--- src/common/isa_pkg.sv ---
// MIPS subset encodings
package isa_pkg;

	typedef enum logic [5:0] {
		OP_RTYPE = 6'h00,
		OP_J     = 6'h02,
		OP_BEQ   = 6'h04,
		OP_ADDIU = 6'h09,
		OP_ORI   = 6'h0d,
		OP_LUI   = 6'h0f,
		OP_LW    = 6'h23,
		OP_SW    = 6'h2b
	} opcode_e;

	typedef enum logic [5:0] {
		F_ADDU = 6'h21,
		F_SUBU = 6'h23,
		F_AND  = 6'h24,
		F_OR   = 6'h25,
		F_SLT  = 6'h2a
	} funct_e;

	typedef enum logic [2:0] {
		ALU_ADD,
		ALU_SUB,
		ALU_AND,
		ALU_OR,
		ALU_SLT,
		ALU_LUI
	} alu_op_e;

	typedef struct packed {
		opcode_e    op;
		logic [4:0] rs;
		logic [4:0] rt;
		logic [4:0] rd;
		logic [4:0] shamt;
		funct_e     funct;
	} r_fmt_t;

	typedef struct packed {
		opcode_e     op;
		logic [4:0]  rs;
		logic [4:0]  rt;
		logic [15:0] imm16;
	} i_fmt_t;

	typedef struct packed {
		opcode_e     op;
		logic [25:0] target26;
	} j_fmt_t;

	// One fetched word, seen in whichever format the opcode calls for.
	typedef union packed {
		r_fmt_t r;
		i_fmt_t i;
		j_fmt_t j;
	} instr_u;

endpackage

--- src/common/pipe_pkg.sv ---
// Pipeline register and trace types
package pipe_pkg;

	typedef struct packed {
		logic             reg_dst;    // Destination is rd and funct picks the ALU op.
		logic             alu_src;    // Second ALU operand is the extended immediate.
		logic             mem_to_reg;
		logic             reg_wr;
		logic             mem_wr;
		logic             ext_signed;
		isa_pkg::alu_op_e alu_op;
	} ctrl_t;

	typedef struct packed {
		logic [31:0]     pc_plus_4;
		isa_pkg::instr_u instr;
		logic            valid;
	} if_id_t;

	typedef struct packed {
		ctrl_t           ctrl;
		logic [31:0]     bus_a;
		logic [31:0]     bus_b;
		logic [4:0]      rs;
		logic [4:0]      rt;
		logic [4:0]      rd;
		logic [15:0]     imm16;
		isa_pkg::funct_e funct;
		logic            valid;
	} id_ex_t;

	typedef struct packed {
		logic        reg_wr;
		logic        mem_to_reg;
		logic        mem_wr;
		logic [31:0] alu_out;
		logic [31:0] store_data;
		logic [4:0]  rw;
		logic        valid;
	} ex_mem_t;

	typedef struct packed {
		logic        reg_wr;
		logic        mem_to_reg;
		logic [31:0] alu_out;
		logic [31:0] mem_data;
		logic [4:0]  rw;
		logic        valid;
	} mem_wb_t;

	typedef enum logic [1:0] {
		FWD_REG,
		FWD_MEM,
		FWD_WB
	} fwd_sel_e;

	// Writeback bus, which is also the commit trace.
	typedef struct packed {
		logic        valid;
		logic [4:0]  rw;
		logic [31:0] data;
	} wb_t;

	typedef struct packed {
		logic        valid;
		logic [31:0] addr;
		logic [31:0] data;
	} store_t;

	function automatic logic [31:0] fwd_pick(input fwd_sel_e sel, input logic [31:0] reg_val,
			input logic [31:0] mem_val, input logic [31:0] wb_val);
		case (sel)
			FWD_MEM: return mem_val;
			FWD_WB:  return wb_val;
			default: return reg_val;
		endcase
	endfunction

endpackage

--- src/decode/reg_file.sv ---
// General purpose register file
`timescale 1ns/1ns

module reg_file (
	input  logic          clk,
	input  logic [4:0]    ra,
	input  logic [4:0]    rb,
	input  pipe_pkg::wb_t wb,
	output logic [31:0]   bus_a,
	output logic [31:0]   bus_b
);

	logic [31:0] regs [32];

	always_ff @(posedge clk) begin
		if (wb.valid) begin
			regs[wb.rw] <= wb.data; // wb.valid is never set for register 0.
		end
	end

	// A write in the same cycle shows through to the readers.
	assign bus_a = (ra == 5'd0) ? 32'd0 : (wb.valid && wb.rw == ra) ? wb.data : regs[ra];
	assign bus_b = (rb == 5'd0) ? 32'd0 : (wb.valid && wb.rw == rb) ? wb.data : regs[rb];

endmodule

--- src/decode/decode_stage.sv ---
// Instruction decode and branch resolution
`timescale 1ns/1ns

module decode_stage (
	input  logic               clk,
	input  logic               rst,
	input  logic               stall,
	input  pipe_pkg::if_id_t   if_id,
	input  pipe_pkg::wb_t      wb,
	input  logic [31:0]        ex_mem_alu,
	input  pipe_pkg::fwd_sel_e bfwd_a,
	input  pipe_pkg::fwd_sel_e bfwd_b,
	output pipe_pkg::id_ex_t   id_ex,
	output logic [31:0]        npc,
	output logic               redirect,
	output logic [4:0]         rs,
	output logic [4:0]         rt,
	output logic               id_is_branch
);

	isa_pkg::instr_u ins;
	pipe_pkg::ctrl_t ctrl;
	logic [31:0]     bus_a;
	logic [31:0]     bus_b;
	logic [31:0]     cmp_a;
	logic [31:0]     cmp_b;
	logic [31:0]     br_target;
	logic [31:0]     j_target;
	logic            is_j;

	assign ins = if_id.instr;
	assign rs = ins.r.rs;
	assign rt = ins.r.rt;

	reg_file i_reg_file (
		.clk   (clk),
		.ra    (rs),
		.rb    (rt),
		.wb    (wb),
		.bus_a (bus_a),
		.bus_b (bus_b)
	);

	always_comb begin
		ctrl = '0;
		if (if_id.valid) begin
			case (ins.r.op)
				isa_pkg::OP_RTYPE: begin
					ctrl.reg_dst = 1'b1;
					ctrl.reg_wr = 1'b1;
				end
				isa_pkg::OP_ADDIU: begin
					ctrl.alu_src = 1'b1;
					ctrl.reg_wr = 1'b1;
					ctrl.ext_signed = 1'b1;
				end
				isa_pkg::OP_ORI: begin
					ctrl.alu_src = 1'b1;
					ctrl.reg_wr = 1'b1;
					ctrl.alu_op = isa_pkg::ALU_OR;
				end
				isa_pkg::OP_LUI: begin
					ctrl.alu_src = 1'b1;
					ctrl.reg_wr = 1'b1;
					ctrl.alu_op = isa_pkg::ALU_LUI;
				end
				isa_pkg::OP_LW: begin
					ctrl.alu_src = 1'b1;
					ctrl.mem_to_reg = 1'b1;
					ctrl.reg_wr = 1'b1;
					ctrl.ext_signed = 1'b1;
				end
				isa_pkg::OP_SW: begin
					ctrl.alu_src = 1'b1;
					ctrl.mem_wr = 1'b1;
					ctrl.ext_signed = 1'b1;
				end
				default: ; // beq and j write nothing past this stage.
			endcase
		end
	end

	assign is_j = if_id.valid && (ins.j.op == isa_pkg::OP_J);
	assign id_is_branch = if_id.valid && (ins.i.op == isa_pkg::OP_BEQ);

	// Branch operands may still be in flight.
	assign cmp_a = pipe_pkg::fwd_pick(bfwd_a, bus_a, ex_mem_alu, wb.data);
	assign cmp_b = pipe_pkg::fwd_pick(bfwd_b, bus_b, ex_mem_alu, wb.data);

	assign br_target = if_id.pc_plus_4 + {{14{ins.i.imm16[15]}}, ins.i.imm16, 2'b00};
	assign j_target = {if_id.pc_plus_4[31:28], ins.j.target26, 2'b00};
	assign npc = is_j ? j_target : br_target;
	assign redirect = !stall && (is_j || (id_is_branch && (cmp_a == cmp_b)));

	always_ff @(posedge clk) begin
		if (rst || stall) begin
			id_ex.valid <= 1'b0;
			id_ex.ctrl <= '0;
		end else begin
			id_ex.valid <= if_id.valid;
			id_ex.ctrl <= ctrl;
		end
		id_ex.bus_a <= bus_a;
		id_ex.bus_b <= bus_b;
		id_ex.rs <= ins.r.rs;
		id_ex.rt <= ins.r.rt;
		id_ex.rd <= ins.r.rd;
		id_ex.imm16 <= ins.i.imm16;
		id_ex.funct <= ins.r.funct;
	end

endmodule

--- config.mk ---
export PLATFORM = sky130hd
export DESIGN_NAME = decode_stage
export DESIGN_NICKNAME = d
export VERILOG_FILES = /design/src/common/isa_pkg.sv /design/src/common/pipe_pkg.sv /design/src/decode/reg_file.sv /design/src/decode/decode_stage.sv
export SDC_FILE = /design/constraint.sdc
export NUM_CORES = 2
export LEC_CHECK = 0
export BUFFER_PORTS_ARGS = -buffer_cell sky130_fd_sc_hd__buf_2
export CORE_UTILIZATION = 30
export CTS_BUF_LIST = sky130_fd_sc_hd__clkbuf_4 sky130_fd_sc_hd__clkbuf_8
export DETAILED_ROUTE_END_ITERATION = 16
export GPL_TIMING_DRIVEN = 0
export PLACE_DENSITY_LB_ADDON = 0.1
export SKIP_CTS_REPAIR_TIMING = 1
export SYNTH_ARGS = -nofsm -noshare
export SYNTH_HDL_FRONTEND = slang
export SYNTH_HIERARCHICAL = 1
export SYNTH_SLANG_ARGS = --single-unit
--- constraint.sdc ---
create_clock -name clk -period 4.1 [get_ports clk]
set_input_delay 0.82 -clock clk [delete_from_list [all_inputs] [get_ports clk]]
set_output_delay 0.82 -clock clk [all_outputs]
set_load 0.02 [all_outputs]
==> results.md <==
* RR Startpoint: i_reg_file/regs[23][3]$_DFFE_PP_
* P_leak at 23.86 nW
* MaxCap Viol Count at 1
* Fin crit period at 5.721 ns
* Number of global-route vias before repair at 37,461
* Register area at 0.03275 mm2
* Fin area at 0.06899 mm2
* Worst Setup EP: redirect
* Arrival @ worst endpoint at 4.90 ns
* Status: finished, violations left
* Core region area at 0.1782 mm2
* Top cell by count, worst path: buf_6
* Register-to-Register Path Depth at 6
* Max Buffers Root-to-Sink at 3
* M1 GR Usage at 38.59%
* Final #Nets at 4,262
* Die area at 0.1809 mm2
* Critical Path RT at 3.28 ns
* Layout Utilization at 38.71%
* Number of H-tree levels at 4
* GP Congestion at 0.9401
* Critical Path Fanout Max at 11
* GR Util met3 at 6.910%
* R2r endpoint: id_ex[41]$_DFF_P_
* RSZ-0062 raised after global routing: yes
* CTS Sinks at 1,124
* CP max-delay cell: a2111oi_1
* Final hold slack at 0.02436 ns
* I/O pins at 297
* Post-layout worst setup margin at -1.621 ns
* Die Wd at 425.3 um
* Syn Inst Count at 3,296
* Post-synth EDFFs at 1,024
* CP Capture Type: primary output
* Setup TNS at -1.621 ns
* WS Path Type: input port to primary output
* Fillers at 16,580
* Hold WC Path Type: input port to flip-flop
* Area growth syn-to-layout at 28.32%
* Synthesized area at 0.05377 mm2
* Multi-input gate area at 0.02056 mm2
* Final wirelength at 280,500 um
* Gr busiest metal: met2
* Skew final at 0.06223 ns
* Placement Cell Area at 0.05992 mm2
* Relative slew slack at -2.930%
* Dominant synthesized flop cell: edfxtp_1
* PortBufs at 288
* Failing checks: capacitance limit, slew limit, setup timing
* Crit path launch: if_id[21]
* Asr flop ratio synth at 0%
* Synthesized flop and latch total at 1,124
* Final setup fails at 1
* Power Dens Cells at 416.5 mW/mm2
* Seq/Total Area, Yosys at 60.92%
* Synth unique cells at 72
* Largest net degree at the start of global routing at 37
* Grt ovf at 0
* Worst-Margin Slew at 1.544 ns
* Total track usage at 30.08%
* Chip height at 425.3 um
* FF-to-FF setup slack at 1.85 ns
* Worst path max stage delay at 0.56 ns
* Syn. warnings at 6
* Total CTS buffers at 204
* CTS tree: done
* Startpoint Class: input port
* Worst skew pair latency at 1.02 ns
* Met2 global-route usage at 46.31%
* Final Hold Viols at 0
* First-pass GRT wire length at 356,000 um
* DRC viols at 0
* DR WL/cell at 42.32 um
* Starting Density at 30.17%
* CTS Root Cell: clkbuf_8
* DRT iter0 DRCs at 6,067
* Final worst-path cycle share at 139.5%
* Fin. max-slew vios at 11
* Layout cells sized above 1 at 41.21%
* Initial antenna violation count at 26
* Maximum vdd drop at 333.9 uV
* Vias at 40,375
* CP Cell Sequence: buf_2 -> buf_6 -> buf_6 -> nand3b_1 -> buf_4 -> o22ai_1 -> a2111oi_1 -> a311oi_2 -> a21oi_2 -> nand2_1 -> o21ai_0 -> xnor2_2 -> nand4_1 -> nor3_1 -> nand3_4 -> o21ai_2 -> buf_6
* HPWL Detailed at 190,600 um
* TritonRoute pass-1 iters at 7
* Max Fclk at 174.8 MHz
* Antenna Violating Nets Remaining at 0
* Syn_nets at 3,472
* Design Power at 28.73 mW
* Clock slew at reported path FFs at 0.05 ns
* Synth Area per Inst at 16.31 um2
* DR vias/cell at 6.091
* # rows at 155
## worst min-delay path by stage
stage	to	depth (start not counted)	startpoint
2_1_floorplan	id_ex[39]$_DFF_P_	4	i_reg_file/regs[30][1]$_DFFE_PP_
3_3_place_gp	id_ex[19]$_DFF_P_	1	if_id[13]
3_5_place_dp	id_ex[19]$_DFF_P_	1	if_id[13]
4_1_cts	id_ex[29]$_DFF_P_	1	if_id[18]
5_1_grt	id_ex[1]$_DFF_P_	1	if_id[1]
6_report	id_ex[1]$_DFF_P_	1	if_id[1]
## state kept, by name, indices dropped and copies added, names as in the netlist
name	count
id_ex	100
i_reg_file/regs	1024
## report_power, final
group	switching, mW	total [mW]	leakage (nW)	internal (mW)
clock network	5.16	11.3	2.27	6.13
logic	2.96	4.63	11.5	1.67
registers	0.0764	12.8	10.1	12.7
total	8.20	28.7	23.9	20.5
## stage by stage
stage | setup WS (ns) | cells
2_1_floorplan | 0.009155 | 3296
3_3_place_gp | -5.040 | 5939
3_5_place_dp | -4.994 | 6008
4_1_cts | -5.015 | 6389
5_1_grt | -1.524 | 6621
6_report | -1.621 | 6629
## cell type report
type | count | share of cell area, %
Sequential cell | 1124 | 47.47
Multi-Input combinational cell | 1877 | 29.80
Timing Repair Buffer | 593 | 7.267
Clock buffer | 305 | 5.386
Buffer | 276 | 4.888
Tap cell | 2355 | 4.271
Clock inverter | 76 | 0.8071
Inverter | 10 | 0.05985
Antenna cell | 13 | 0.04715
## worst max-delay path: cells and delay by family
kind	cells	cell delay [ns]
AOI/OAI and AO/OA	6	1.52
buffers and inverters	5	1.17
and+or+nand+nor	5	1.13
xor gates and xnor gates	1	0.21
## synth_stat cells, types with 20 or more instances
library cell  instances  share of area [%]
o21ai_0             101               0.94
buf_2                80               0.74
ha_1                 33               0.77
edfxtp_1           1024                 57
a22oi_1             203                2.8
nand2_1             214                1.5
a32o_1               32               0.60
buf_4                37               0.52
nor2_1               73               0.51
mux4_2              408                 17
mux2i_1             219                4.1
o221ai_1             66                1.1
nand3_1              20               0.19
xnor2_1              47               0.77
a21oi_1             144                1.3
dfxtp_1             100                3.7
clkbuf_1            136               0.95
a211oi_1             25               0.35
## metal layers
| metal | vias to the layer above | share of wire [%] |
|---|---|---|
| met4 | 4 | 7.0 |
| met2 | 2892 | 45 |
| li1 | 15387 | - |
| met5 | - | 0.0089 |
| met3 | 727 | 9.9 |
| met1 | 21365 | 38 |
## cell families after synthesis
group | share of synthesized area (%)
simple gates | 3.572
xor+xnor | 1.026
flops | 60.92
mux | 21.64
compound gates | 9.339
fa+ha+maj | 0.8052
buf+inv | 2.699
## placed cells by master (no fill, tap or decap), types with 13 or more instances in the layout
master / count
o21ai_0: 89
mux4_2: 408
a22oi_1: 193
nor2_4: 38
nand2b_1: 15
nand3_1: 17
clkinv_1: 32
edfxtp_1: 1024
o21ai_1: 19
ha_1: 32
a21o_1: 19
xnor2_1: 40
clkbuf_8: 228
buf_4: 228
buf_2: 298
buf_12: 106
buf_16: 53
mux2_2: 17
a21oi_2: 22
mux2i_1: 215
clkbuf_4: 105
nor2_1: 34
o21a_1: 13
dlygate4sd3_1: 18
xor2_1: 16
diode_2: 13
clkbuf_1: 40
buf_8: 21
nand2_1: 208
dfxtp_1: 100
clkbuf_2: 28
a21oi_1: 122
o221ai_1: 61
a32o_1: 22
clkinv_2: 26
buf_6: 42
a211oi_1: 24
Note: power is estimated with default switching activity, not from simulation.
