## src/common/isa_pkg.sv

```systemverilog
// MIPS subset encodings
package isa_pkg;

	typedef enum logic [5:0] {
		OP_RTYPE = 6'h00,
		OP_J     = 6'h02,
		OP_BEQ   = 6'h04,
		OP_ADDIU = 6'h09,
		OP_ORI   = 6'h0d,
		OP_LUI   = 6'h0f,
		OP_LW    = 6'h23,
		OP_SW    = 6'h2b
	} opcode_e;

	typedef enum logic [5:0] {
		F_ADDU = 6'h21,
		F_SUBU = 6'h23,
		F_AND  = 6'h24,
		F_OR   = 6'h25,
		F_SLT  = 6'h2a
	} funct_e;

	typedef enum logic [2:0] {
		ALU_ADD,
		ALU_SUB,
		ALU_AND,
		ALU_OR,
		ALU_SLT,
		ALU_LUI
	} alu_op_e;

	typedef struct packed {
		opcode_e    op;
		logic [4:0] rs;
		logic [4:0] rt;
		logic [4:0] rd;
		logic [4:0] shamt;
		funct_e     funct;
	} r_fmt_t;

	typedef struct packed {
		opcode_e     op;
		logic [4:0]  rs;
		logic [4:0]  rt;
		logic [15:0] imm16;
	} i_fmt_t;

	typedef struct packed {
		opcode_e     op;
		logic [25:0] target26;
	} j_fmt_t;

	// One fetched word, seen in whichever format the opcode calls for.
	typedef union packed {
		r_fmt_t r;
		i_fmt_t i;
		j_fmt_t j;
	} instr_u;

endpackage

```

## src/common/pipe_pkg.sv

```systemverilog
// Pipeline register and trace types
package pipe_pkg;

	typedef struct packed {
		logic             reg_dst;    // Destination is rd and funct picks the ALU op.
		logic             alu_src;    // Second ALU operand is the extended immediate.
		logic             mem_to_reg;
		logic             reg_wr;
		logic             mem_wr;
		logic             ext_signed;
		isa_pkg::alu_op_e alu_op;
	} ctrl_t;

	typedef struct packed {
		logic [31:0]     pc_plus_4;
		isa_pkg::instr_u instr;
		logic            valid;
	} if_id_t;

	typedef struct packed {
		ctrl_t           ctrl;
		logic [31:0]     bus_a;
		logic [31:0]     bus_b;
		logic [4:0]      rs;
		logic [4:0]      rt;
		logic [4:0]      rd;
		logic [15:0]     imm16;
		isa_pkg::funct_e funct;
		logic            valid;
	} id_ex_t;

	typedef struct packed {
		logic        reg_wr;
		logic        mem_to_reg;
		logic        mem_wr;
		logic [31:0] alu_out;
		logic [31:0] store_data;
		logic [4:0]  rw;
		logic        valid;
	} ex_mem_t;

	typedef struct packed {
		logic        reg_wr;
		logic        mem_to_reg;
		logic [31:0] alu_out;
		logic [31:0] mem_data;
		logic [4:0]  rw;
		logic        valid;
	} mem_wb_t;

	typedef enum logic [1:0] {
		FWD_REG,
		FWD_MEM,
		FWD_WB
	} fwd_sel_e;

	// Writeback bus, which is also the commit trace.
	typedef struct packed {
		logic        valid;
		logic [4:0]  rw;
		logic [31:0] data;
	} wb_t;

	typedef struct packed {
		logic        valid;
		logic [31:0] addr;
		logic [31:0] data;
	} store_t;

	function automatic logic [31:0] fwd_pick(input fwd_sel_e sel, input logic [31:0] reg_val,
			input logic [31:0] mem_val, input logic [31:0] wb_val);
		case (sel)
			FWD_MEM: return mem_val;
			FWD_WB:  return wb_val;
			default: return reg_val;
		endcase
	endfunction

endpackage

```

## src/rtl/hazard_unit.sv

```systemverilog
// Stall and forwarding control
`timescale 1ns/1ns

module hazard_unit (
	input  logic [4:0]         rs,
	input  logic [4:0]         rt,
	input  logic               id_is_branch,
	input  pipe_pkg::id_ex_t   id_ex,
	input  pipe_pkg::ex_mem_t  ex_mem,
	input  pipe_pkg::wb_t      wb,
	input  logic               mem_wb_mem_to_reg,
	output logic               stall,
	output pipe_pkg::fwd_sel_e fwd_a,
	output pipe_pkg::fwd_sel_e fwd_b,
	output pipe_pkg::fwd_sel_e bfwd_a,
	output pipe_pkg::fwd_sel_e bfwd_b
);

	logic [4:0] ex_rw;
	logic       ex_writes;
	logic       mem_writes;
	logic       load_use;
	logic       branch_ex;
	logic       branch_load;

	assign ex_rw = id_ex.ctrl.reg_dst ? id_ex.rd : id_ex.rt;
	assign ex_writes = id_ex.valid && id_ex.ctrl.reg_wr && (ex_rw != 5'd0);
	assign mem_writes = ex_mem.valid && ex_mem.reg_wr && (ex_mem.rw != 5'd0);

	// Load data only exists after MEM, so its first user waits a cycle.
	assign load_use = ex_writes && id_ex.ctrl.mem_to_reg && (ex_rw == rs || ex_rw == rt);

	// The compare sits in decode and cannot see a result still being computed in EX.
	assign branch_ex = id_is_branch && ex_writes && (ex_rw == rs || ex_rw == rt);
	assign branch_load = id_is_branch && mem_writes && ex_mem.mem_to_reg
		&& (ex_mem.rw == rs || ex_mem.rw == rt);

	assign stall = load_use || branch_ex || branch_load;

	always_comb begin
		fwd_a = pipe_pkg::FWD_REG;
		if (mem_writes && ex_mem.rw == id_ex.rs) begin
			fwd_a = pipe_pkg::FWD_MEM; // The newer value wins.
		end else if (wb.valid && wb.rw == id_ex.rs) begin
			fwd_a = pipe_pkg::FWD_WB;
		end
	end

	always_comb begin
		fwd_b = pipe_pkg::FWD_REG;
		if (mem_writes && ex_mem.rw == id_ex.rt) begin
			fwd_b = pipe_pkg::FWD_MEM;
		end else if (wb.valid && wb.rw == id_ex.rt) begin
			fwd_b = pipe_pkg::FWD_WB;
		end
	end

	// Writeback values already reach the branch through the register file.
	assign bfwd_a = (mem_writes && ex_mem.rw == rs) ? pipe_pkg::FWD_MEM : pipe_pkg::FWD_REG;
	assign bfwd_b = (mem_writes && ex_mem.rw == rt) ? pipe_pkg::FWD_MEM : pipe_pkg::FWD_REG;

endmodule

```

## config.mk

```make
export PLATFORM = sky130hd
export DESIGN_NAME = hazard_unit
export DESIGN_NICKNAME = d
export VERILOG_FILES = /design/src/common/isa_pkg.sv /design/src/common/pipe_pkg.sv /design/src/rtl/hazard_unit.sv
export SDC_FILE = /design/constraint.sdc
export NUM_CORES = 1
export LEC_CHECK = 0
export BUFFER_PORTS_ARGS = -buffer_cell sky130_fd_sc_hd__buf_4
export CORE_AREA = 2 2 94 96
export DETAILED_ROUTE_END_ITERATION = 7
export DIE_AREA = 0 0 96 98
export PLACE_DENSITY = 0.45
export SYNTH_ARGS = -nofsm -noshare
export SYNTH_HDL_FRONTEND = slang
export SYNTH_SLANG_ARGS = --single-unit
```

## constraint.sdc

```tcl
create_clock -name vclk -period 1.5
set_clock_uncertainty 0.05 [all_clocks]
set_input_delay 0.075 -clock vclk [all_inputs]
set_output_delay 0.075 -clock vclk [all_outputs]
set_load 0.1 [all_outputs]
```

==> results of run 1 <==
==> power breakdown <==
group / internal [uW] / total, uW / switching, uW
Clock: 0 / 0 / 0
Combinational: 228 / 442 / 214
Sequential: 0 / 0 / 0
Total: 228 / 442 / 214
==> logic make-up (layout without fill, tap and decap cells) <==
family | after synthesis | in the layout | synth area share, %
xor gates and xnor gates | 40 | 40 | 51.38
other | 1 | 2 | 0.5499
and+or+nand+nor | 28 | 28 | 25.14
AOI/OAI and AO/OA | 4 | 4 | 6.973
muxes | 5 | 5 | 7.340
buffers and inverters | 8 | 72 | 8.624
==> routing by layer <==
metal  routed length (um)  track usage [%]  vias to the layer above
met4                    0                0                        0
met2                 1704            12.23                       29
met5                    0                0                        -
li1                     -                -                      427
met1                 1203            8.955                      371
met3                  181           0.8488                        0
==> metrics by stage <==
step	total power (uW)	hold slack (ps)	setup slack, ps	utilization (%)
after floorplan	240.1	327.2	-607.4	-
after global placement	428.3	609.8	-169.8	16.89
after detailed placement	429.7	615.7	-201.1	16.89
after CTS	447.4	552.8	-93.24	17.99
after global routing	479.7	569.8	-113.6	18.13
final	441.8	552.5	-59.99	18.13
==> placed cells by master, fill, tap and decap left out, drive strengths merged <==
master	instances
conb	2
nor3	5
o21ai	1
xnor2	20
nor4b	1
xor2	20
buf	72
nand2	1
nor2	3
nand4	2
o22ai	1
or4	1
nand3	7
o2111a	1
o211ai	1
nor4	7
mux2i	5
nor3b	1
==> area by class of cell <==
cell class                      instances  area [sq um]
Fill cell                             924          6930
Multi-Input combinational cell         79         762.0
Tap cell                              108         135.1
Timing Repair Buffer                   72         638.1
==> final timing paths <==
check | from | to | slack, ps | depth (start not counted)
max | ex_mem[4] | stall | -60 | 8
min | wb[37] | fwd_b[1] | 550 | 4
==> repair_timing <==
action                     4_1_cts  5_1_grt
resized for setup               18        3
pin swaps                        8        5
setup endpoints to repair        6        7
buffers inserted                 1        0
==> worst max-delay path: stages <==
cell and delay, ps:
buf_6 90, or4_4 530, o211ai_4 190, buf_12 150, nor2_4 30, o21ai_2 70
nand3_4 100, buf_12 170
==> metrics.txt, run 1 <==
layout cell share with drive strength beyond 1=60.26%; FF/Latch Area=0 sq um; post-synthesis cell type count=21; largest net degree at the start of global routing=10; status=finished with violations; Initial Utilization=8.055%; Final WS setup=-59.99 ps; Pins Over Slew Limit=0; register area share after synthesis=0%; Routed WL per cell=11.93 um; clkbuf count=0; RD Place Congestion=0.7320; failing checks=negative setup slack; DIE WIDTH=96 um; worst hold path class=in2out; synth cell count leaders=20 x xnor2_1, 20 x xor2_1, 7 x nand3_1; DR vias=827; Hold Fails Final Rpt=0; Avg Vias per Cell=3.193; Placed Area=1430 sq um; DRT Wirelength=3089 um; Pwr per Cell Area=287.7 nW/um^2; post-route clock period utilization=104.0%; Die Y=98 um; half-perimeter wire length after placement=2883 um; Synth top area share=25.69%; diode count=0; CORE AREA=8466 sq um; Synthesis Warnings=0; PortBufs=51; area delta synth->final=125.1%; global-route wire length before repair=4974 um; crit path time final=1560 ps; Worst EP arrival=1430 ps; row count=34; Layout Nets=387; LEAKAGE=0.0006338 uW; placed insts=258; CP startpoint kind=input port; max-cap violation count=0; router iterations before antenna repair=2; Fmax=641.0 MHz; antenna-violating nets left=0; initial antenna violation count=0; worst setup path category=in2out; Die Area=9408 sq um; grt ovf=0; CP max FO=4; Finish-stage setup viols=6; RSZ-0062 raised after global routing=yes; GRT Total Usage=6.748%; leading area contributor after synthesis=xnor2_1; worst vdd ir=0.0001400 V; drt drc=0; Hold Buf Count CTS=0; Iter 0 DRT Violations=13; Final Non-Filler Cells=259; num sequential=0; vias in the first global route=967; I/O Pins=243; netlist area before placement=681.9 sq um; CP endpoint kind=output port; synth top area cells=xnor2_1 26%, xor2_1 26%, mux2i_1 7.3%; Setup TNS=-181.4 ps; worst path required time=1370 ps; Avg Cell Area, Syn=7.929 sq um; Final Cell Area=1535 sq um; Syn Inst Count=86
Power figures use the tool's default switching activity.
==> run 2: changes to the inputs <==
--- a/config.mk
+++ b/config.mk
@@ -6,10 +6,12 @@
 export NUM_CORES = 1
 export LEC_CHECK = 0
 export BUFFER_PORTS_ARGS = -buffer_cell sky130_fd_sc_hd__buf_4
+export CELL_PAD_IN_SITES_DETAIL_PLACEMENT = 1
+export CELL_PAD_IN_SITES_GLOBAL_PLACEMENT = 2
 export CORE_AREA = 2 2 94 96
 export DETAILED_ROUTE_END_ITERATION = 7
 export DIE_AREA = 0 0 96 98
-export PLACE_DENSITY = 0.45
+export PLACE_DENSITY = 0.95
 export SYNTH_ARGS = -nofsm -noshare
 export SYNTH_HDL_FRONTEND = slang
 export SYNTH_SLANG_ARGS = --single-unit
==> run 2 against run 1 <==
Compared with the run above: the run still ends with negative setup slack left; sequential share of layout area stayed put; routed wire length is 1.4% higher; first-iteration DRC count is 15% higher; flip-flop and latch count stayed put; cell area is 0.57% lower; count of clock-buffer cells in the layout stayed put; combinational power hardly changed; global-route usage is 0.25 points lower; critical path type unchanged; critical endpoint unchanged.
==> metrics.txt, run 2 (synthesis gave the netlist of run 1 again) <==
GRT busiest layer=met2; Avg Vias per Cell=3.359 (+5.2%); GRT Total Usage=6.498% (-0.25 points); Placed Area=1438 sq um (+0.53%); CP max FO=2 (-2); met3 Usage GRT=0.5401% (-0.31 points); layout cell share with drive strength beyond 1=60.26% (unchanged); Fillers=991 (+7.3%); Layout Nets=387 (unchanged); commonest non-fill, non-tap cell in the layout=buf_4; Post-CTS Setup Bufs=0 (-1); multi-input logic area=762.0 sq um (unchanged); Final WS setup=-36.95 ps (+23.04 ps); FF/Latch Area=0 sq um (unchanged); post-route clock period utilization=102.5% (-1.5 points); ordered cell list for the critical path=buf_6 > or4_4 > o211ai_4 > buf_6 > nor2_4 > o21ai_2 > nand3_4 > buf_12; vias in the first global route=931 (-3.7%); critical path's largest stage delay=530 ps (about the same); initial antenna violation count=0 (unchanged); WHS=542.7 ps (-9.734 ps); Final Power=441.5 uW (about the same); Hold Fails Final Rpt=0 (unchanged); failing checks=negative setup slack; global-route wire length before repair=4788 um (-3.7%); Pwr per Cell Area=289.2 nW/um^2 (+0.52%); worst setup path category=in2out; num sequential=0 (unchanged); clkbuf count=0 (unchanged); GRT met2 Usage=12.71% (+0.48 points); diode count=0 (unchanged); Worst EP arrival=1410 ps (-20 ps); DRT Wirelength=3132 um (+1.4%); Fmax=650.6 MHz (+1.5%); Die Area=9408 sq um (unchanged); row count=34 (unchanged); Finish-stage setup viols=6 (unchanged); largest net degree at the start of global routing=10 (unchanged); antenna-violating nets left=0 (unchanged); Iter 0 DRT Violations=15 (+2); RSZ-0062 raised after global routing=yes; final core utilization=18.03% (-0.10 points); DR vias=870 (+5.2%); Pins Over Slew Limit=0 (unchanged); worst path required time=1370 ps (about the same); CP startpoint kind=input port; half-perimeter wire length after placement=2963 um (+2.8%); status=finished with violations; Die Y=98 um (unchanged); crit path time final=1537 ps (-23.04 ps); max-cap violation count=0 (unchanged); I/O Pins=243 (unchanged); area delta synth->final=123.9%; Worst path slowest cell=or4_4; worst hold path class=in2out; RD Place Congestion=0.7154 (-2.3%); CORE AREA=8466 sq um (unchanged); router iterations before antenna repair=4 (+2); met1 global-route usage=7.976% (-0.98 points); Final Cell Area=1526 sq um (-0.57%); Routed WL per cell=12.09 um (+1.4%); drt drc=0 (unchanged); LEAKAGE=0.0006294 uW (-0.70%); CP endpoint kind=output port; DIE WIDTH=96 um (unchanged); most frequent cells in the layout=60 x buf_4, 20 x xor2_1, 15 x xnor2_1; Top cell by count, worst path=buf_6; Initial Utilization=8.055% (unchanged); PortBufs=51 (unchanged); grt ovf=0 (unchanged); worst vdd ir=0.0001161 V (-17%)
==> run 2: cell type report <==
| class | instances | area share (%) |
|---|---|---|
| multi-input cells | 79 | 49.92 |
| well taps | 108 | 8.853 |
| repair buffers | 72 | 41.23 |
==> run 2: worst paths after layout <==
check	from	depth (start not counted)	slack (ps)	endpoint
worst max-delay path	ex_mem[2]	8	-40	stall
worst min-delay path	wb[37]	4	540	fwd_b[1]
==> run 2: metrics by stage <==
step                      worst slack (ps)  setup TNS, ps  std cells
after floorplan                     -607.4          -2235         87
after global placement              -106.3         -545.7        259
after detailed placement            -123.7         -621.4        259
after CTS                           -49.46         -174.9        259
after global routing                -95.22         -384.0        259
final                               -36.95         -120.4        259
==> run 2: critical path, delay by kind of cell <==
family                 cells  cell delay, ps
AND/OR/NAND/NOR            3             660
buffers and inverters      3             400
AO/OA/AOI/OAI              2             270
==> run 2: what timing repair did <==
action	4_1_cts	5_1_grt
endpoints found under the setup margin	6	7
gates cloned	0	0
hold buffers	0	0
gates resized for setup	20	2
pin swaps	0	4
==> run 2: layer usage <==
layer / up-vias / share of wire (%)
met5: - / 0
met4: 0 / 0
met3: 0 / 5.8
met2: 35 / 55
met1: 408 / 39
li1: 427 / -
==> run 2: report_power, final <==
group          switching (uW)  internal [uW]  total, uW
clock                       0              0          0
combinational             216            225        442
sequential                  0              0          0
