==> src/common/isa_pkg.sv <==
// MIPS subset encodings
package isa_pkg;

	typedef enum logic [5:0] {
		OP_RTYPE = 6'h00,
		OP_J     = 6'h02,
		OP_BEQ   = 6'h04,
		OP_ADDIU = 6'h09,
		OP_ORI   = 6'h0d,
		OP_LUI   = 6'h0f,
		OP_LW    = 6'h23,
		OP_SW    = 6'h2b
	} opcode_e;

	typedef enum logic [5:0] {
		F_ADDU = 6'h21,
		F_SUBU = 6'h23,
		F_AND  = 6'h24,
		F_OR   = 6'h25,
		F_SLT  = 6'h2a
	} funct_e;

	typedef enum logic [2:0] {
		ALU_ADD,
		ALU_SUB,
		ALU_AND,
		ALU_OR,
		ALU_SLT,
		ALU_LUI
	} alu_op_e;

	typedef struct packed {
		opcode_e    op;
		logic [4:0] rs;
		logic [4:0] rt;
		logic [4:0] rd;
		logic [4:0] shamt;
		funct_e     funct;
	} r_fmt_t;

	typedef struct packed {
		opcode_e     op;
		logic [4:0]  rs;
		logic [4:0]  rt;
		logic [15:0] imm16;
	} i_fmt_t;

	typedef struct packed {
		opcode_e     op;
		logic [25:0] target26;
	} j_fmt_t;

	// One fetched word, seen in whichever format the opcode calls for.
	typedef union packed {
		r_fmt_t r;
		i_fmt_t i;
		j_fmt_t j;
	} instr_u;

endpackage

==> src/common/pipe_pkg.sv <==
// Pipeline register and trace types
package pipe_pkg;

	typedef struct packed {
		logic             reg_dst;    // Destination is rd and funct picks the ALU op.
		logic             alu_src;    // Second ALU operand is the extended immediate.
		logic             mem_to_reg;
		logic             reg_wr;
		logic             mem_wr;
		logic             ext_signed;
		isa_pkg::alu_op_e alu_op;
	} ctrl_t;

	typedef struct packed {
		logic [31:0]     pc_plus_4;
		isa_pkg::instr_u instr;
		logic            valid;
	} if_id_t;

	typedef struct packed {
		ctrl_t           ctrl;
		logic [31:0]     bus_a;
		logic [31:0]     bus_b;
		logic [4:0]      rs;
		logic [4:0]      rt;
		logic [4:0]      rd;
		logic [15:0]     imm16;
		isa_pkg::funct_e funct;
		logic            valid;
	} id_ex_t;

	typedef struct packed {
		logic        reg_wr;
		logic        mem_to_reg;
		logic        mem_wr;
		logic [31:0] alu_out;
		logic [31:0] store_data;
		logic [4:0]  rw;
		logic        valid;
	} ex_mem_t;

	typedef struct packed {
		logic        reg_wr;
		logic        mem_to_reg;
		logic [31:0] alu_out;
		logic [31:0] mem_data;
		logic [4:0]  rw;
		logic        valid;
	} mem_wb_t;

	typedef enum logic [1:0] {
		FWD_REG,
		FWD_MEM,
		FWD_WB
	} fwd_sel_e;

	// Writeback bus, which is also the commit trace.
	typedef struct packed {
		logic        valid;
		logic [4:0]  rw;
		logic [31:0] data;
	} wb_t;

	typedef struct packed {
		logic        valid;
		logic [31:0] addr;
		logic [31:0] data;
	} store_t;

	function automatic logic [31:0] fwd_pick(input fwd_sel_e sel, input logic [31:0] reg_val,
			input logic [31:0] mem_val, input logic [31:0] wb_val);
		case (sel)
			FWD_MEM: return mem_val;
			FWD_WB:  return wb_val;
			default: return reg_val;
		endcase
	endfunction

endpackage

==> src/execute/execute_stage.sv <==
// Execute stage with ALU
`timescale 1ns/1ns

module execute_stage (
	input  logic               clk,
	input  logic               rst,
	input  pipe_pkg::id_ex_t   id_ex,
	input  pipe_pkg::fwd_sel_e fwd_a,
	input  pipe_pkg::fwd_sel_e fwd_b,
	input  logic [31:0]        ex_mem_alu,
	input  logic [31:0]        wb_data,
	output pipe_pkg::ex_mem_t  ex_mem
);

	logic [31:0]      ext_imm;
	logic [31:0]      op_a;
	logic [31:0]      op_b;
	logic [31:0]      alu_b;
	logic [31:0]      alu_out;
	logic [4:0]       rw;
	isa_pkg::alu_op_e alu_ctl;

	assign ext_imm = id_ex.ctrl.ext_signed ? {{16{id_ex.imm16[15]}}, id_ex.imm16}
		: {16'h0000, id_ex.imm16};

	assign op_a = pipe_pkg::fwd_pick(fwd_a, id_ex.bus_a, ex_mem_alu, wb_data);
	assign op_b = pipe_pkg::fwd_pick(fwd_b, id_ex.bus_b, ex_mem_alu, wb_data);
	assign alu_b = id_ex.ctrl.alu_src ? ext_imm : op_b;
	assign rw = id_ex.ctrl.reg_dst ? id_ex.rd : id_ex.rt;

	// R-type instructions take their operation from funct.
	always_comb begin
		alu_ctl = id_ex.ctrl.alu_op;
		if (id_ex.ctrl.reg_dst) begin
			case (id_ex.funct)
				isa_pkg::F_SUBU: alu_ctl = isa_pkg::ALU_SUB;
				isa_pkg::F_AND:  alu_ctl = isa_pkg::ALU_AND;
				isa_pkg::F_OR:   alu_ctl = isa_pkg::ALU_OR;
				isa_pkg::F_SLT:  alu_ctl = isa_pkg::ALU_SLT;
				default:         alu_ctl = isa_pkg::ALU_ADD;
			endcase
		end
	end

	always_comb begin
		case (alu_ctl)
			isa_pkg::ALU_SUB: alu_out = op_a - alu_b;
			isa_pkg::ALU_AND: alu_out = op_a & alu_b;
			isa_pkg::ALU_OR:  alu_out = op_a | alu_b;
			isa_pkg::ALU_SLT: alu_out = {31'd0, $signed(op_a) < $signed(alu_b)};
			isa_pkg::ALU_LUI: alu_out = {alu_b[15:0], 16'h0000};
			default:          alu_out = op_a + alu_b;
		endcase
	end

	always_ff @(posedge clk) begin
		if (rst) begin
			ex_mem.valid <= 1'b0;
			ex_mem.reg_wr <= 1'b0;
			ex_mem.mem_to_reg <= 1'b0;
			ex_mem.mem_wr <= 1'b0;
		end else begin
			ex_mem.valid <= id_ex.valid;
			ex_mem.reg_wr <= id_ex.ctrl.reg_wr;
			ex_mem.mem_to_reg <= id_ex.ctrl.mem_to_reg;
			ex_mem.mem_wr <= id_ex.ctrl.mem_wr;
		end
		ex_mem.alu_out <= alu_out;
		ex_mem.store_data <= op_b; // The forwarded rt value is what sw writes.
		ex_mem.rw <= rw;
	end

endmodule

==> config.mk <==
export PLATFORM = sky130hd
export DESIGN_NAME = execute_stage
export DESIGN_NICKNAME = d
export VERILOG_FILES = /design/src/common/isa_pkg.sv /design/src/common/pipe_pkg.sv /design/src/execute/execute_stage.sv
export SDC_FILE = /design/constraint.sdc
export NUM_CORES = 1
export LEC_CHECK = 0
export BUFFER_PORTS_ARGS = -buffer_cell sky130_fd_sc_hd__buf_2
export CORE_AREA = 2 2 156 158
export DETAILED_ROUTE_END_ITERATION = 16
export DIE_AREA = 0 0 158 160
export PLACE_DENSITY_LB_ADDON = 0.05
export SYNTH_ARGS = -nofsm -noshare
export SYNTH_HDL_FRONTEND = slang
export SYNTH_SLANG_ARGS = --single-unit
==> constraint.sdc <==
create_clock -name clk -period 5.45 [get_ports clk]
set_clock_uncertainty 0.15 [all_clocks]
set_input_delay 0.2725 -clock clk [delete_from_list [all_inputs] [get_ports clk]]
set_output_delay 0.2725 -clock clk [all_outputs]
set_load 0.02 [all_outputs]
==> metrics, run 1 <==
status=finished, final reports clean; biggest regs=ex_mem: 73 flops; Critical Path Slowest Stage Cell=nor3_1; Pint=~1.6 mW; Psw=about 1.4 mW; delay-heaviest family, CP=compound AO/OA/AOI/OAI gates; Synth Register Bits=73; Root Buffer=clkbuf_16; crit path to=ex_mem[66]; synth top area cells=dfxtp_1, ha_1, o21ai_0, inv_1, a21oi_1; Pre-antenna DRT Iters=5; top cell type's share of synthesized area=around 17%; CP cell instances=buf_2 > inv_1 > ha_1 > inv_1 > buf_12 > o21ai_0 > o21ai_0 > ha_1 > fa_1 > nor2b_1 > o2111ai_1 > a21oi_1 > a41o_1 > a31oi_1 > nor3_1 > a221oi_2 > o311ai_0; CP peak stage delay=around 0.54 ns; number of global-route vias before repair=about 9500; postcts setup bufs=0; WL/cell=~21 um; Req. time, crit path=approximately 5.5 ns; pre-CTS WS=between 0.4 and 0.5 ns; Synth async-reset ratio=0%; Max-Cap Viols=0; first-pass GRT wire length=about 55 mm; Post-synth EDFFs=0; Worst path depth=17; Crit Path Class=in -> reg; Max Root-Sink Buffers=2; Sw Ratio=roughly 46%; HP Class=in -> reg; row count=between 50 and 60; CP max FO=23; DRT Wirelength=between 30 and 40 mm; relative slew slack=between 20 and 30%; Main synth FF type=dfxtp_1; routed vias/inst=around 5.7; Final Max Tran Viols=0; Final Hold Viols=0; clk sink count=between 70 and 80; main combinational cell family by area after synthesis=compound AO/OA/AOI/OAI gates; Mapped Avg Cell Area=slightly above 7 um^2; Peak VDD IR=~130 uV; clock-pin slew on the worst setup and hold paths=0.07 ns; gpl congestion=roughly 0.93; Peak Freq=~210 MHz; NumNets Final=approximately 1700; static leakage=4.982 nW; Core Area=0.02382 mm^2; die area=around 0.025 mm^2; initial antenna violation count=7; xor/xnor share of the synthesized area=less than 1%; Synth Area in Simple Gates=roughly 16%; distinct cell type count after synthesis=90; Logic pwr share=a little under three fifths; worst hold start=id_ex[25]; TNS Setup=0 ns; Synth Area in Adders=between 10% and 20%; Initial Utilization=between 30 and 40%; most common cell after layout, fill and taps aside=buf_2; I/O Pins=approximately 250; RSZ-0062 raised after global routing=no; Synth Warn #=0; Congestion Overflow GR=0; Die W=around 160 um; Synth area leader=dfxtp_1; Compound-Gate Fraction of Synth Area=39.81%; layout cells sized above 1=between 20 and 25%; Final min period=~4.8 ns; Netlist Area Pre-Place=about 0.0086 mm^2; final setup vio count=0; largest net degree at the start of global routing=42; # DRC=0; mux cell area share after synthesis=1.141%; Area Growth Syn to Fin=22.42%; post-synthesis sequential area ratio=around 17%; TritonCTS buffer count=9; Post-DP HPWL=~29 mm; sequential fraction of design power=roughly 23%; CP endpoint kind=flip-flop; post-route ant nets=0; Largest Register=ex_mem; part of the power in the clock network=20.6%; CP bufs+invs=4; PwrDens=about 280 mW/mm^2; worst slew pin tran=between 1 and 1.5 ns; H-tree levels=3; Worst Setup Slack, final=between 0.6 and 0.7 ns; GR Util All Layers=between 20 and 30%; Die Span Y=between 150 and 200 um; crit share post-route=roughly 90%; TritonCTS clock tree=yes; vias=roughly 9900; most frequent cells in the layout=buf_2, inv_1, o21ai_0; crit path DAT=4.85 ns; Setup crit start=fwd_b[0]; Port Buffers=around 250; Mapped Cells=roughly 1200; syn nets=between 1000 and 1500; number of flip-flops in the largest register=73; Iter 0 DRT Violations=roughly 730; startpoint types=input pin
-- power by group through the flow --
| stage | registers (mW) | logic, mW | clock network (mW) |
|---|---|---|---|
| after floorplan | 0.831 | 0.994 | 0 |
| after detailed placement | 0.686 | 1.65 | 0 |
| after global routing | 0.685 | 1.84 | 0.652 |
| after global placement | 0.688 | 1.64 | 0 |
| after CTS | 0.677 | 1.66 | 0.631 |
| final | 0.675 | 1.68 | 0.613 |
-- synthesized netlist by cell type, types with 4 or more instances --
| cell type | n |
|---|---|
| a21oi_1 | 93 |
| clkbuf_1 | 40 |
| buf_6 | 14 |
| nand2_1 | 93 |
| dfxtp_1 | 73 |
| nor2b_1 | 21 |
| a211oi_1 | 8 |
| ha_1 | 100 |
| a22oi_1 | 40 |
| nand3_1 | 14 |
| o211ai_1 | 12 |
| o2111ai_1 | 4 |
| o22a_1 | 4 |
| nor3_1 | 19 |
| inv_1 | 140 |
| o31ai_1 | 8 |
| o22ai_1 | 26 |
| o221ai_1 | 10 |
| nor3b_1 | 5 |
| mux2_2 | 5 |
| a21o_1 | 13 |
| nor2_1 | 79 |
| or2_2 | 4 |
| buf_2 | 12 |
| nand2b_1 | 8 |
| o21ai_1 | 8 |
| a31oi_1 | 18 |
| a221o_1 | 35 |
| o21bai_1 | 14 |
| and3_1 | 9 |
| o21a_1 | 7 |
| a221oi_1 | 13 |
| o21ai_0 | 132 |
| buf_4 | 4 |
-- stage by stage --
stage	cell area, um^2	instances	power (mW)	util, %	hold WS (ns)
floorplan	8556	1178	1.825	-	0.1941
global placement	10060	1709	2.331	42.22	0.3333
detailed placement	10060	1709	2.335	42.22	0.3392
CTS	10460	1735	2.971	43.92	0.00003236
global route	10470	1740	3.172	43.97	0.01123
finish	10470	1740	2.972	43.97	0.008355
-- layout make-up --
| cell class | count | area (um^2) |
|---|---|---|
| fillers | 2586 | 13350 |
| multi-input cells | 888 | 6148 |
| repair buffers | 294 | 1629 |
| flip-flops and latches | 73 | 1461 |
| inverters | 142 | 533.0 |
| well taps | 324 | 405.4 |
| clock buffers | 9 | 225.2 |
| clock inverters | 5 | 58.81 |
| diodes | 5 | 12.51 |
-- timing repair --
action                                 CTS  global route
resized for setup                        0             0
hold buffers                            12             0
endpoints found under the hold margin    8             0
-- cell families after synthesis --
family	after synthesis
AOI/OAI and AO/OA	495
and+or+nand+nor	280
buffers and inverters	217
adders and majority gates	102
DFF	73
muxes	9
xor gates and xnor gates	2
-- worst min-delay path by stage --
stage                      end  depth (start not counted)
detailed placement  ex_mem[72]                          2
finish               ex_mem[3]                          2
floorplan            ex_mem[0]                          1
global placement    ex_mem[70]                          2
global route        ex_mem[19]                          3
CTS                  ex_mem[3]                          2
-- per-layer routing --
metal | part of all wire (%) | GRT usage, % | routed length [um] | vias up
met5 | 0.030 | 0 | 11 | -
met4 | 2.8 | 10.65 | 1008 | 2
met3 | 8.5 | 5.427 | 3102 | 42
met2 | 43 | 42.77 | 15870 | 459
met1 | 45 | 40.61 | 16630 | 4661
li1 | - | - | - | 4752
Note: power is estimated with default switching activity, not from simulation.
==> inputs of run 2 (changes only) <==
--- a/config.mk
+++ b/config.mk
@@ -5,11 +5,14 @@
 export SDC_FILE = /design/constraint.sdc
 export NUM_CORES = 1
 export LEC_CHECK = 0
+export ABC_AREA = 1
 export BUFFER_PORTS_ARGS = -buffer_cell sky130_fd_sc_hd__buf_2
-export CORE_AREA = 2 2 156 158
+export CORE_AREA = 2 2 166 168
 export DETAILED_ROUTE_END_ITERATION = 16
-export DIE_AREA = 0 0 158 160
+export DIE_AREA = 0 0 168 170
 export PLACE_DENSITY_LB_ADDON = 0.05
+export REMOVE_ABC_BUFFERS = 1
 export SYNTH_ARGS = -nofsm -noshare
 export SYNTH_HDL_FRONTEND = slang
 export SYNTH_SLANG_ARGS = --single-unit
+export TNS_END_PERCENT = 100
==> metrics, run 2 <==
status=finished, final reports clean; Post-DP HPWL=33.67 mm (+16%); Diodes inserted=0 (-5); Resize count post-CTS=0 (unchanged); DRT Wirelength=41.71 mm (+14%); Pre-antenna DRT Iters=5 (unchanged); CP endpoint kind=flip-flop; Main synth FF type=dfxtp_1; most frequent cells in the layout=nand2_1, inv_1, buf_2; Final Hold Viols=0 (unchanged); Crit Path Class=in -> reg; Initial Utilization=36.87% (+0.96 points); Die W=168 um (+6.3%); Peak VDD IR=137.2 uV (+2.3%); final instance area=0.01192 mm^2 (+14%); worst hold start=id_ex[38]; Final Max Tran Viols=0 (unchanged); Mapped Cells=1716 (+46%); GR Util All Layers=29.14% (+0.53 points); Final min period=4.099 ns (-0.6884 ns); Synth async-reset ratio=0% (unchanged); static leakage=7.000 nW (+41%); pre-CTS WS=1.052 ns (+0.6456 ns); Synth Warn #=0 (unchanged); HP Class=in -> reg; Port Buffers=248 (unchanged); synth top area cells=nand2_1, dfxtp_1, ha_1, inv_1, nand3_1; gpl congestion=0.9159 (-1.7%); Netlist Area Pre-Place=0.009827 mm^2 (+15%); layout cells sized above 1=17.13% (-7.3 points); post-synthesis sequential area ratio=14.87% (-2.2 points); top cell type's share of synthesized area=19.63% (+2.6 points); Congestion Overflow GR=0 (unchanged); CP max FO=32 (+39%); post-route ant nets=0 (unchanged); Die Span Y=170 um (+6.3%); # DRC=0 (unchanged); Peak Freq=244.0 MHz (+17%); Req. time, crit path=5.55 ns (+0.03 ns); WHS Endpoint=ex_mem[6]; TNS Setup=0 ns (unchanged); H-tree levels=3 (unchanged); placed cell area=0.01131 mm^2 (+12%); RSZ-0062 raised after global routing=no; biggest regs=ex_mem: 73 flops; TritonCTS buffer count=9 (unchanged); post-layout util=44.74% (+0.77 points); vias=11550 (+17%); clk sink count=73 (unchanged); Max Root-Sink Buffers=2 (unchanged); most common cell after layout, fill and taps aside=nand2_1; distinct cell type count after synthesis=42 (-53%); crit share post-route=75.20% (-13 points); first-pass GRT wire length=63.05 mm (+14%); final setup vio count=0 (unchanged); most common cell in the netlist=nand2_1; I/O Pins=254 (unchanged); number of global-route vias before repair=11030 (+16%); Area Growth Syn to Fin=21.33%; worst slew pin tran=1.122 ns (+0.04284 ns); Max-Cap Viols=0 (unchanged); routed vias/inst=5.017 (-12%); Synth area leader=nand2_1; hold slack final=0.01694 ns (+0.008585 ns); Core Area=0.02665 mm^2 (+12%); Mapped Avg Cell Area=5.727 um^2 (-21%); relative slew slack=25.19% (-2.6 points); Root Buffer=clkbuf_16; Iter 0 DRT Violations=868 (+18%); NumNets Final=2240 (+32%); initial antenna violation count=0 (-7); row count=60 (+5.3%); TritonCTS clock tree=yes; Post-synth top cells=nand2_1, inv_1, nor2_1; clock-pin slew on the worst setup and hold paths=0.07 ns (about the same); Synth Register Bits=73 (unchanged); Post-synth EDFFs=0 (unchanged); Largest Register=ex_mem; WL/cell=18.11 um (-14%); startpoint types=input pin; largest net degree at the start of global routing=33 (-21%); hold path cells=3 (+1); crit path DAT=4.19 ns (-0.66 ns); number of flip-flops in the largest register=73 (unchanged); Worst Setup Slack, final=1.351 ns (+0.6884 ns); die area=0.02856 mm^2 (+13%); PwrDens=288.5 mW/mm^2 (+1.7%)
run 2: cell types whose count changed in the layout (fill, tap and decap cells not counted), sizes merged, moves of 16 or more:
cell,delta
nand2,+424
a22oi,-40
a21oi,-19
nor2,+70
a31oi,-22
o21ai,-33
or2,+19
o22ai,-26
nor2b,-21
dlygate4sd3,+17
buf,-16
inv,+195
nand3,+128
run 2: repair_timing:
| action | in CTS | in global routing |
|---|---|---|
| buffers inserted | 0 | 0 |
| hold buffers | 29 | 0 |
| endpoints found under the hold margin | 22 | 0 |
run 2: cells by family after synthesis:
| family | Yosys count | share of synthesized area [%] |
|---|---|---|
| simple gates | 883 | 39.22 |
| buf+inv | 401 | 16.17 |
| fa+ha+maj | 102 | 13.14 |
| flops | 73 | 14.87 |
| xor+xnor | 18 | 1.604 |
| compound gates | 239 | 15.00 |
run 2: power by group:
part	switching, mW	leakage (nW)	internal (mW)
sequential	0.0241	0.615	0.651
combinational	1.42	6.23	0.643
clock	0.302	0.153	0.405
total	1.74	7.00	1.70
run 2: final cells by class:
type / count / area [um^2]
Timing Repair Buffer: 295 / 1667
Inverter: 336 / 1272
Fill cell: 3019 / 14730
Clock buffer: 10 / 229.0
Clock inverter: 6 / 90.09
Multi-Input combinational cell: 1242 / 6777
Tap cell: 341 / 426.7
Sequential cell: 73 / 1461
run 2: metal layers:
| metal | GRT usage, % | vias up | share of wire, % |
|---|---|---|---|
| met5 | 0 | - | 0 |
| li1 | - | 5830 | - |
| met3 | 3.698 | 45 | 5.3 |
| met1 | 37.28 | 5298 | 44 |
| met2 | 51.01 | 380 | 47 |
| met4 | 9.074 | 0 | 2.8 |
run 2: worst max-delay path by stage:
stage,start,to,slack (ns),cells after the start
after floorplan,fwd_b[0],ex_mem[62],1.69,19
after global placement,fwd_b[0],ex_mem[38],1.07,22
after detailed placement,fwd_b[0],ex_mem[38],1.05,22
after CTS,fwd_b[0],ex_mem[38],1.41,23
after global routing,fwd_b[0],ex_mem[38],1.02,23
final,fwd_b[0],ex_mem[38],1.35,22
run 2: per-stage QoR:
stage                     power, mW  cells
after floorplan               2.005   1651
after global placement        2.703   2258
after detailed placement      2.704   2258
after CTS                     3.431   2303
after global routing          3.691   2303
final                         3.440   2303
run 2: critical path: stages:
cell,delay (ns)
buf_2,0.09
inv_1,0.04
ha_1,0.26
buf_4,0.41
inv_1,0.11
buf_4,0.24
o21ai_0,0.18
inv_1,0.06
o21ai_0,0.40
inv_1,0.09
ha_1,0.53
inv_1,0.14
a21oi_1,0.34
nand2_1,0.16
nand2_1,0.10
nand2_1,0.14
a21oi_1,0.21
nand2_1,0.07
nand2_1,0.06
nand2_1,0.11
nand2_1,0.09
nand3_1,0.06
